==> src/verilog/uart_dbg_consts.svh <==
// UART debug bridge constants for bit timing, bus widths and protocol bytes
`ifndef UART_DBG_CONSTS_SVH
`define UART_DBG_CONSTS_SVH

// Clock cycles per serial bit
`define DBG_CLKS_PER_BIT 16

// Bus address and transfer length widths
`define DBG_ADDR_W 32
`define DBG_LEN_W 16

// Address and length fields on the wire are eight bytes each
`define DBG_HDR_BYTES 8

// Reply bytes
`define DBG_BYTE_ACK 8'h06
`define DBG_BYTE_EOT 8'h04

`endif

==> src/verilog/dbg_bus_pkg.sv <==
// Wishbone side types of the debug bridge for address, data and length
`include "uart_dbg_consts.svh"

package dbg_bus_pkg;

  // Byte address on the bus
  typedef logic [`DBG_ADDR_W-1:0] wb_adr_t;

  // Byte-wide bus data that also carries the UART byte
  typedef logic [7:0] wb_dat_t;

  // Remaining bytes of a transfer
  typedef logic [`DBG_LEN_W-1:0] dbg_len_t;

endpackage

==> src/verilog/dbg_proto_pkg.sv <==
// Debug protocol types for opcodes, engine states and the header field
`include "uart_dbg_consts.svh"

package dbg_proto_pkg;

  // Command opcodes accepted in idle
  typedef enum logic [7:0] {
    DBG_OP_READ  = 8'h11,
    DBG_OP_WRITE = 8'h12
  } dbg_opcode_e;

  // Command engine states
  typedef enum logic [3:0] {
    ST_IDLE,
    ST_HDR_ADDR,
    ST_HDR_LEN,
    ST_SEND_ACK,
    ST_BUS_READ,
    ST_SEND_DATA,
    ST_RECV_DATA,
    ST_BUS_WRITE,
    ST_SEND_EOT
  } dbg_state_e;

  // Header field that is shifted in byte by byte and then taken as one
  // little-endian value
  typedef union packed {
    logic [`DBG_HDR_BYTES-1:0][7:0] bytes;
    logic [8*`DBG_HDR_BYTES-1:0]    value;
  } dbg_hdr_u;

endpackage

==> src/verilog/dbg_cmd_engine.sv <==
// Debug command parser and byte-wide Wishbone classic master
`include "uart_dbg_consts.svh"

module dbg_cmd_engine import dbg_proto_pkg::*, dbg_bus_pkg::*; (
  input  logic    clk,
  input  logic    reset_i,
  // Received bytes
  input  logic    rx_valid_i,
  input  wb_dat_t rx_byte_i,
  // Reply bytes
  input  logic    tx_ready_i,
  output logic    tx_valid_o,
  output wb_dat_t tx_byte_o,
  // Wishbone master
  output logic    wb_cyc_o,
  output logic    wb_stb_o,
  output logic    wb_we_o,
  output wb_adr_t wb_adr_o,
  output wb_dat_t wb_dat_o,
  input  wb_dat_t wb_dat_i,
  input  logic    wb_ack_i
);

  localparam int unsigned HDR_CNT_W = $clog2(`DBG_HDR_BYTES);
  localparam logic [HDR_CNT_W-1:0] HDR_LAST = HDR_CNT_W'(`DBG_HDR_BYTES - 1);

  dbg_state_e             state_q, state_d;
  dbg_hdr_u               hdr_q, hdr_next;
  logic [HDR_CNT_W-1:0]   hdr_cnt_q;
  logic                   in_hdr;
  logic                   hdr_last;
  logic                   is_write_q;
  logic                   cyc_q, cyc_d;
  logic                   tx_valid_d;
  logic                   tx_load;
  wb_dat_t                tx_byte_d;
  wb_adr_t                adr_q;
  dbg_len_t               len_q;
  wb_dat_t                wdat_q;
  logic                   bus_done;

  assign in_hdr   = (state_q == ST_HDR_ADDR) || (state_q == ST_HDR_LEN);
  assign hdr_last = in_hdr && rx_valid_i && (hdr_cnt_q == HDR_LAST);
  assign bus_done = cyc_q && wb_ack_i;

  // First byte ends up lowest for little-endian fields
  assign hdr_next.bytes = {rx_byte_i, hdr_q.bytes[`DBG_HDR_BYTES-1:1]};

  assign wb_cyc_o = cyc_q;
  assign wb_stb_o = cyc_q;
  assign wb_we_o  = (state_q == ST_BUS_WRITE);
  assign wb_adr_o = adr_q;
  assign wb_dat_o = wdat_q;

  ////////////////////
  // Command FSM
  ////////////////////

  always_comb begin
    state_d    = state_q;
    cyc_d      = cyc_q;
    tx_valid_d = tx_valid_o;
    tx_load    = 1'b0;
    tx_byte_d  = `DBG_BYTE_EOT;
    case (state_q)
      ST_IDLE: begin
        if (rx_valid_i) begin
          if (rx_byte_i == `DBG_BYTE_ACK) begin
            // Challenge reply goes out through the closing-byte state
            tx_valid_d = 1'b1;
            tx_load    = 1'b1;
            tx_byte_d  = `DBG_BYTE_ACK;
            state_d    = ST_SEND_EOT;
          end else if (rx_byte_i == DBG_OP_READ || rx_byte_i == DBG_OP_WRITE) begin
            state_d = ST_HDR_ADDR;
          end
        end
      end
      ST_HDR_ADDR: begin
        if (hdr_last) begin
          state_d = ST_HDR_LEN;
        end
      end
      ST_HDR_LEN: begin
        if (hdr_last) begin
          tx_valid_d = 1'b1;
          tx_load    = 1'b1;
          tx_byte_d  = `DBG_BYTE_ACK;
          state_d    = ST_SEND_ACK;
        end
      end
      ST_SEND_ACK, ST_SEND_DATA: begin
        if (tx_ready_i) begin
          if (len_q == '0) begin
            // Valid stays up and EOT follows straight away
            tx_load = 1'b1;
            state_d = ST_SEND_EOT;
          end else if (is_write_q) begin
            tx_valid_d = 1'b0;
            state_d    = ST_RECV_DATA;
          end else begin
            tx_valid_d = 1'b0;
            cyc_d      = 1'b1;
            state_d    = ST_BUS_READ;
          end
        end
      end
      ST_BUS_READ: begin
        if (wb_ack_i) begin
          cyc_d      = 1'b0;
          tx_valid_d = 1'b1;
          tx_load    = 1'b1;
          tx_byte_d  = wb_dat_i;
          state_d    = ST_SEND_DATA;
        end
      end
      ST_RECV_DATA: begin
        if (rx_valid_i) begin
          cyc_d   = 1'b1;
          state_d = ST_BUS_WRITE;
        end
      end
      ST_BUS_WRITE: begin
        if (wb_ack_i) begin
          cyc_d = 1'b0;
          if (len_q == dbg_len_t'(1)) begin
            tx_valid_d = 1'b1;
            tx_load    = 1'b1;
            state_d    = ST_SEND_EOT;
          end else begin
            state_d = ST_RECV_DATA;
          end
        end
      end
      ST_SEND_EOT: begin
        if (tx_ready_i) begin
          tx_valid_d = 1'b0;
          state_d    = ST_IDLE;
        end
      end
      default: state_d = ST_IDLE;
    endcase
  end

  always_ff @(posedge clk) begin
    if (reset_i) begin
      state_q    <= ST_IDLE;
      hdr_cnt_q  <= '0;
      cyc_q      <= 1'b0;
      tx_valid_o <= 1'b0;
    end else begin
      state_q    <= state_d;
      cyc_q      <= cyc_d;
      tx_valid_o <= tx_valid_d;
      if (!in_hdr) begin
        hdr_cnt_q <= '0;
      end else if (rx_valid_i) begin
        hdr_cnt_q <= hdr_last ? '0 : hdr_cnt_q + 1'b1;
      end
    end
  end

  ////////////////////
  // Datapath
  ////////////////////

  always_ff @(posedge clk) begin
    if (in_hdr && rx_valid_i) begin
      hdr_q <= hdr_next;
    end
    if (state_q == ST_IDLE && rx_valid_i) begin
      is_write_q <= (rx_byte_i == DBG_OP_WRITE);
    end
    // Upper header bits are dropped here
    if (hdr_last && state_q == ST_HDR_ADDR) begin
      adr_q <= hdr_next.value[`DBG_ADDR_W-1:0];
    end else if (bus_done) begin
      adr_q <= adr_q + 1'b1;
    end
    if (hdr_last && state_q == ST_HDR_LEN) begin
      len_q <= hdr_next.value[`DBG_LEN_W-1:0];
    end else if (bus_done) begin
      len_q <= len_q - 1'b1;
    end
    if (state_q == ST_RECV_DATA && rx_valid_i) begin
      wdat_q <= rx_byte_i;
    end
    if (tx_load) begin
      tx_byte_o <= tx_byte_d;
    end
  end

endmodule

==> src/verilog/uart_dbg_top.sv <==
// UART debug bridge top level joining receiver, command engine and transmitter
`include "uart_dbg_consts.svh"

module uart_dbg_top (
  input  logic                   clk,
  input  logic                   reset_i,
  // Serial line
  input  logic                   uart_rx_i,
  output logic                   uart_tx_o,
  // Wishbone master
  output logic                   wb_cyc_o,
  output logic                   wb_stb_o,
  output logic                   wb_we_o,
  output logic [`DBG_ADDR_W-1:0] wb_adr_o,
  output logic [7:0]             wb_dat_o,
  input  logic [7:0]             wb_dat_i,
  input  logic                   wb_ack_i
);

  logic       rx_valid;
  logic [7:0] rx_byte;
  logic       tx_valid;
  logic       tx_ready;
  logic [7:0] tx_byte;

  uart_rx u_rx (
    .clk        ( clk       ),
    .reset_i    ( reset_i   ),
    .rx_i       ( uart_rx_i ),
    .rx_valid_o ( rx_valid  ),
    .rx_byte_o  ( rx_byte   )
  );

  dbg_cmd_engine u_engine (
    .clk        ( clk      ),
    .reset_i    ( reset_i  ),
    .rx_valid_i ( rx_valid ),
    .rx_byte_i  ( rx_byte  ),
    .tx_ready_i ( tx_ready ),
    .tx_valid_o ( tx_valid ),
    .tx_byte_o  ( tx_byte  ),
    .wb_cyc_o   ( wb_cyc_o ),
    .wb_stb_o   ( wb_stb_o ),
    .wb_we_o    ( wb_we_o  ),
    .wb_adr_o   ( wb_adr_o ),
    .wb_dat_o   ( wb_dat_o ),
    .wb_dat_i   ( wb_dat_i ),
    .wb_ack_i   ( wb_ack_i )
  );

  uart_tx u_tx (
    .clk        ( clk       ),
    .reset_i    ( reset_i   ),
    .tx_valid_i ( tx_valid  ),
    .tx_byte_i  ( tx_byte   ),
    .tx_ready_o ( tx_ready  ),
    .tx_o       ( uart_tx_o )
  );

endmodule

==> src/verilog/uart_rx.sv <==
// UART receiver that samples start, data and stop bits into bytes
`include "uart_dbg_consts.svh"

module uart_rx import dbg_bus_pkg::*; (
  input  logic    clk,
  input  logic    reset_i,
  input  logic    rx_i,
  output logic    rx_valid_o,
  output wb_dat_t rx_byte_o
);

  localparam int unsigned CNT_W = $clog2(`DBG_CLKS_PER_BIT);
  localparam logic [CNT_W-1:0] CNT_FULL = CNT_W'(`DBG_CLKS_PER_BIT - 1);
  localparam logic [CNT_W-1:0] CNT_HALF = CNT_W'(`DBG_CLKS_PER_BIT / 2 - 1);

  localparam logic [1:0] RX_IDLE  = 2'd0;
  localparam logic [1:0] RX_START = 2'd1;
  localparam logic [1:0] RX_DATA  = 2'd2;
  localparam logic [1:0] RX_STOP  = 2'd3;

  logic [1:0]       sync_q;
  logic [1:0]       state_q;
  logic [CNT_W-1:0] cnt_q;
  logic [2:0]       bit_q;
  wb_dat_t          shift_q;
  logic             rx_s;

  assign rx_s      = sync_q[1];
  assign rx_byte_o = shift_q;

  // Two-flop synchronizer that idles high like the line
  always_ff @(posedge clk) begin
    if (reset_i) begin
      sync_q <= 2'b11;
    end else begin
      sync_q <= {sync_q[0], rx_i};
    end
  end

  ////////////////////
  // Bit timing
  ////////////////////

  always_ff @(posedge clk) begin
    if (reset_i) begin
      state_q    <= RX_IDLE;
      cnt_q      <= '0;
      bit_q      <= '0;
      rx_valid_o <= 1'b0;
    end else begin
      rx_valid_o <= 1'b0;
      if (state_q == RX_IDLE) begin
        if (!rx_s) begin
          state_q <= RX_START;
          cnt_q   <= CNT_HALF;
        end
      end else if (cnt_q != '0) begin
        cnt_q <= cnt_q - 1'b1;
      end else begin
        cnt_q <= CNT_FULL;
        case (state_q)
          // Line back high at mid start bit means a glitch
          RX_START: begin
            state_q <= rx_s ? RX_IDLE : RX_DATA;
            bit_q   <= '0;
          end
          RX_DATA: begin
            bit_q <= bit_q + 1'b1;
            if (bit_q == 3'd7) begin
              state_q <= RX_STOP;
            end
          end
          default: begin
            // Framing error drops the byte silently
            rx_valid_o <= rx_s;
            state_q    <= RX_IDLE;
          end
        endcase
      end
    end
  end

  // LSB arrives first so bits enter at the top
  always_ff @(posedge clk) begin
    if (state_q == RX_DATA && cnt_q == '0) begin
      shift_q <= {rx_s, shift_q[7:1]};
    end
  end

endmodule

==> src/verilog/uart_tx.sv <==
// UART transmitter that serializes one byte at a time
`include "uart_dbg_consts.svh"

module uart_tx import dbg_bus_pkg::*; (
  input  logic    clk,
  input  logic    reset_i,
  input  logic    tx_valid_i,
  input  wb_dat_t tx_byte_i,
  output logic    tx_ready_o,
  output logic    tx_o
);

  localparam int unsigned CNT_W = $clog2(`DBG_CLKS_PER_BIT);
  localparam logic [CNT_W-1:0] CNT_FULL = CNT_W'(`DBG_CLKS_PER_BIT - 1);

  // Start, eight data bits and stop
  localparam logic [3:0] FRAME_BITS = 4'd10;

  logic [9:0]       frame_q;
  logic [3:0]       bits_q;
  logic [CNT_W-1:0] cnt_q;
  logic             accept;

  assign tx_ready_o = (bits_q == '0);
  assign accept     = tx_valid_i && tx_ready_o;

  // Frame bit 0 drives the line and ones refill from the top
  assign tx_o = frame_q[0];

  ////////////////////
  // Shift out
  ////////////////////

  always_ff @(posedge clk) begin
    if (reset_i) begin
      frame_q <= '1;
      bits_q  <= '0;
      cnt_q   <= '0;
    end else if (accept) begin
      frame_q <= {1'b1, tx_byte_i, 1'b0};
      bits_q  <= FRAME_BITS;
      cnt_q   <= CNT_FULL;
    end else if (bits_q != '0) begin
      if (cnt_q == '0) begin
        frame_q <= {1'b1, frame_q[9:1]};
        bits_q  <= bits_q - 1'b1;
        cnt_q   <= CNT_FULL;
      end else begin
        cnt_q <= cnt_q - 1'b1;
      end
    end
  end

endmodule
==> config.mk <==
export PLATFORM = sky130hd
export DESIGN_NAME = uart_dbg_top
export DESIGN_NICKNAME = d
export VERILOG_FILES = /design/src/verilog/dbg_bus_pkg.sv /design/src/verilog/dbg_proto_pkg.sv /design/src/verilog/dbg_cmd_engine.sv /design/src/verilog/uart_dbg_top.sv /design/src/verilog/uart_rx.sv /design/src/verilog/uart_tx.sv
export VERILOG_INCLUDE_DIRS = /design/src /design/src/verilog
export SDC_FILE = /design/constraint.sdc
export NUM_CORES = 1
export LEC_CHECK = 0
export ABC_CLOCK_PERIOD_IN_PS = 3100
export BUFFER_PORTS_ARGS = -buffer_cell sky130_fd_sc_hd__clkbuf_2
export CELL_PAD_IN_SITES_DETAIL_PLACEMENT = 0
export CELL_PAD_IN_SITES_GLOBAL_PLACEMENT = 1
export CORE_MARGIN = 1.5
export CORE_UTILIZATION = 45
export DETAILED_ROUTE_END_ITERATION = 7
export PLACE_DENSITY = 0.75
export SYNTH_ARGS = -nofsm -noshare
export SYNTH_HDL_FRONTEND = slang
export SYNTH_SLANG_ARGS = --single-unit
==> constraint.sdc <==
create_clock -name clk -period 3.1 [get_ports clk]
set_input_delay 0.62 -clock clk [delete_from_list [all_inputs] [get_ports clk]]
set_output_delay 0.62 -clock clk [all_outputs]
set_load 0.1 [all_outputs]
==> impl_metrics.py <==
metrics = {
    "route": {
        "wl_met1_um": 7112,
        "dr.max_layer_used": "met4",
        "routed_wl_um": 15230,
        "route.vias.total": 5163,
        "viasPerCell": 5.475,
        "route.detailed.drc": 0,
        "drt_pre_antenna_iters": 5,
        "met3_length_um": 505,
        "drtIter0Drc": 417,
        "route.met2.wl_um": 7384,
        "antenna_left": 0,
        "drt-wirelength-per-cell_um": 16.15,
    },
    "setup_path": {
        "worst_setup_path_end_kind": "flip-flop",
        "arrival_ns": 2.77,
        "worstPathRequired_ns": 3.14,
        "critPathLaunchType": "flip-flop",
        "cp_max_fo": 8,
        "worstSetupPathType": "reg2reg",
    },
    "synthesis": {
        "syn-cell-area_mm2": 0.007558,
        "ys_ff_latch": 167,
        "synth_top_flop_cell": "edfxtp_1",
        "syn-num-nets": 681,
        "ys_types": 68,
        "yosysWarningCount": 0,
        "synth-edff-count": 129,
        "syn_inst": 654,
        "seq_area_frac_synth": 0.6131,
        "ys_async_sr_fraction": 0,
        "syn_area_per_cell_um2": 11.56,
    },
    "floorplanning": {
        "die_width_um": 132.6,
        "io-pin-count": 56,
        "die_h_um": 132.6,
        "dieArea_mm2": 0.01758,
        "coreArea_mm2": 0.01652,
        "initial_core_util": 0.4574,
        "core.rowCount": 47,
    },
    "clocking": {
        "cts_hold_buf": 0,
        "clockBufferDepth": 2,
        "cts_tree": "done",
        "root_buffer": "clkbuf_16",
        "h-tree-depth": 4,
        "postCtsSetupBuffers": 0,
        "clock_latency_ns": 0.42,
        "cts_sinks": 167,
        "path_clk_slew_ns": 0.07,
        "post_cts_resized": 0,
        "cts_made_buffers": 17,
    },
    "global_routing": {
        "grt_max_degree": 65,
        "grtUsageTotal": 0.1775,
        "grt_pass1_wl_um": 24770,
        "overflow": 0,
        "grt_pass1_vias": 4925,
        "grt_antenna_before_repair": 0,
    },
    "power_and_ir_drop": {
        "power_density_mw_per_mm2": 569.9,
        "p_leak_nw": 3.072,
        "power_mw": 4.937,
        "peakVddDrop_mv": 0.3442,
    },
    "timing": {
        "worst_slew_pin_slew_ns": 0.9769,
        "rsz0062_at_grt": "no",
        "period_needed_ns": 2.737,
        "tns_ns": 0,
        "timing.fmax_ghz": 0.3654,
        "slew_violations": 0,
        "fin_crit_sh": 0.8829,
        "skew_ns": 0.009208,
        "relSlewSlack": 0.3418,
        "hold_viol_final": 0,
        "setup_viol": 0,
        "worst_slack_ns": 0.3631,
    },
    "placement": {
        "place_ws_ns": 0.3494,
        "io_buffer_count": 55,
        "post-dp-hpwl_um": 10350,
        "gp_congestion": 0.8975,
    },
    "layout": {
        "nets": 737,
        "layout-drive-gt1-share": 0.1591,
        "n_antenna_cell": 0,
        "syn_to_final_growth_pct": 14.60,
    },
    "outcome": {
        "status": "finished, final reports clean",
    },
    "flow_run": {
        "cap_violations": 0,
    },
    "min_path": {
        "hp-class": "in2reg",
    },
}
==> power by group <==
part           internal (mW)  switching (mW)  leakage, nW
combinational          0.167           0.256         1.31
clock                   1.13           0.898        0.282
sequential              2.44          0.0460         1.48
total                   3.74            1.20         3.07
==> layer usage <==
metal  GRT usage  vias to the layer above
li1            -                     2518
met1      0.2392                     2520
met2      0.2859                      106
met3     0.03678                       19
met4     0.06471                        0
met5           0                        -
==> flip-flops by register name (all words and copies together) (netlist names) <==
| name | flops |
|---|---|
| u_rx.cnt_q | 4 |
| u_engine.tx_valid_o | 1 |
| u_rx.state_q | 2 |
| u_rx.rx_valid_o | 1 |
| u_tx.cnt_q | 4 |
| u_engine.tx_byte_o | 8 |
| u_tx.frame_q | 9 |
| u_engine.len_q | 16 |
| u_engine.hdr_q | 56 |
| u_rx.sync_q | 2 |
| u_engine.is_write_q | 1 |
| u_tx.bits_q | 4 |
| u_engine.wb_adr_o | 32 |
| u_engine.wb_cyc_o | 1 |
| u_rx.bit_q | 3 |
| u_engine.state_q | 4 |
| u_engine.hdr_cnt_q | 3 |
| u_engine.wb_dat_o | 8 |
| u_rx.rx_byte_o | 8 |
==> final timing paths <==
| kind | from | end | slack, ns | cells past startpoint |
|---|---|---|---|---|
| max | u_engine.len_q[0] | u_engine.tx_byte_o[3] | 0.36 | 6 |
| min | uart_rx_i | u_rx.sync_q[0] | 0.38 | 2 |
| max reg2reg | u_engine.len_q[0] | u_engine.tx_byte_o[3] | 0.36 | 6 |
| min reg2reg | u_engine.hdr_q[55] | u_engine.hdr_q[47] | 0.42 | 0 |
==> critical path: stages (launching register included) <==
cell and delay (ns):
edfxtp_1 0.46, inv_1 0.13, ha_1 0.15, nor4b_2 0.21
nand4_2 0.22, or3_4 0.40, o21ai_0 0.77
==> cells by family after synthesis <==
family                   after synthesis  share of synthesized area
XOR/XNOR                              48                    0.05562
multiplexers                           5                   0.006952
adder cells (fa/ha/maj)               15                    0.02483
AO/OA/AOI/OAI                        115                    0.09519
flip-flops                           167                     0.6131
buffers and inverters                 46                    0.02698
AND/OR/NAND/NOR                      258                     0.1773
==> layout by cell type, fill, tap and decap left out, types with 3 or more instances in the layout <==
master	n
a211oi_1	4
a21oi_1	51
a221oi_1	8
a31oi_1	6
and2_1	11
and3_1	11
and4_1	4
buf_4	9
clkbuf_16	17
clkbuf_2	55
clkinv_2	3
clkinv_4	5
dfxtp_1	38
edfxtp_1	129
ha_1	15
inv_1	16
inv_8	3
mux2i_1	3
nand2_1	58
nand2b_1	5
nand3_1	22
nand3b_1	4
nand4_1	15
nor2_1	73
nor2b_1	5
nor3_1	13
nor3b_1	6
nor4_1	6
o21ai_0	16
o21bai_1	3
or2_2	3
xnor2_1	17
xor2_1	31
==> synthesized netlist by cell type (3+ instances only) <==
cell type	n	area, µm²
edfxtp_1	129	3874
nor2_1	74	277.8
nand2_1	58	217.7
a21oi_1	51	255.2
dfxtp_1	38	760.7
xor2_1	31	271.5
nand3_1	22	110.1
clkbuf_1	17	63.81
xnor2_1	17	148.9
inv_1	16	60.06
o21ai_0	16	80.08
ha_1	15	187.7
nand4_1	15	93.84
nor3_1	13	65.06
and2_1	12	75.07
and3_1	11	68.82
a221oi_1	8	70.07
buf_2	7	35.03
nor4_1	7	43.79
a31oi_1	6	37.54
nor3b_1	6	45.04
nand2b_1	5	31.28
nor2b_1	5	31.28
a211oi_1	4	30.03
and4_1	4	35.03
buf_4	4	30.03
nand3b_1	4	30.03
mux2i_1	3	30.03
o21bai_1	3	22.52
or2_2	3	18.77
==> cell type report <==
| class | count | area, µm² |
|---|---|---|
| clock buffer | 18 | 429.2 |
| clock inverter | 14 | 146.4 |
| fill | 1464 | 7863 |
| inverter | 17 | 63.81 |
| multi-input combinational | 441 | 2730 |
| sequential | 167 | 4634 |
| tap | 220 | 275.3 |
| timing repair buffer | 66 | 382.9 |
==> per-stage QoR <==
stage	cells	util	cell area [µm²]	hold WS [ns]
floorplan	654	-	7561	0.3895
global placement	911	0.4894	8087	0.3995
detailed placement	911	0.4894	8087	0.4045
CTS	943	0.5242	8662	0.3645
global route	943	0.5242	8662	0.3697
finish	943	0.5242	8662	0.3775
No activity file was read; power rests on OpenSTA's default activity.
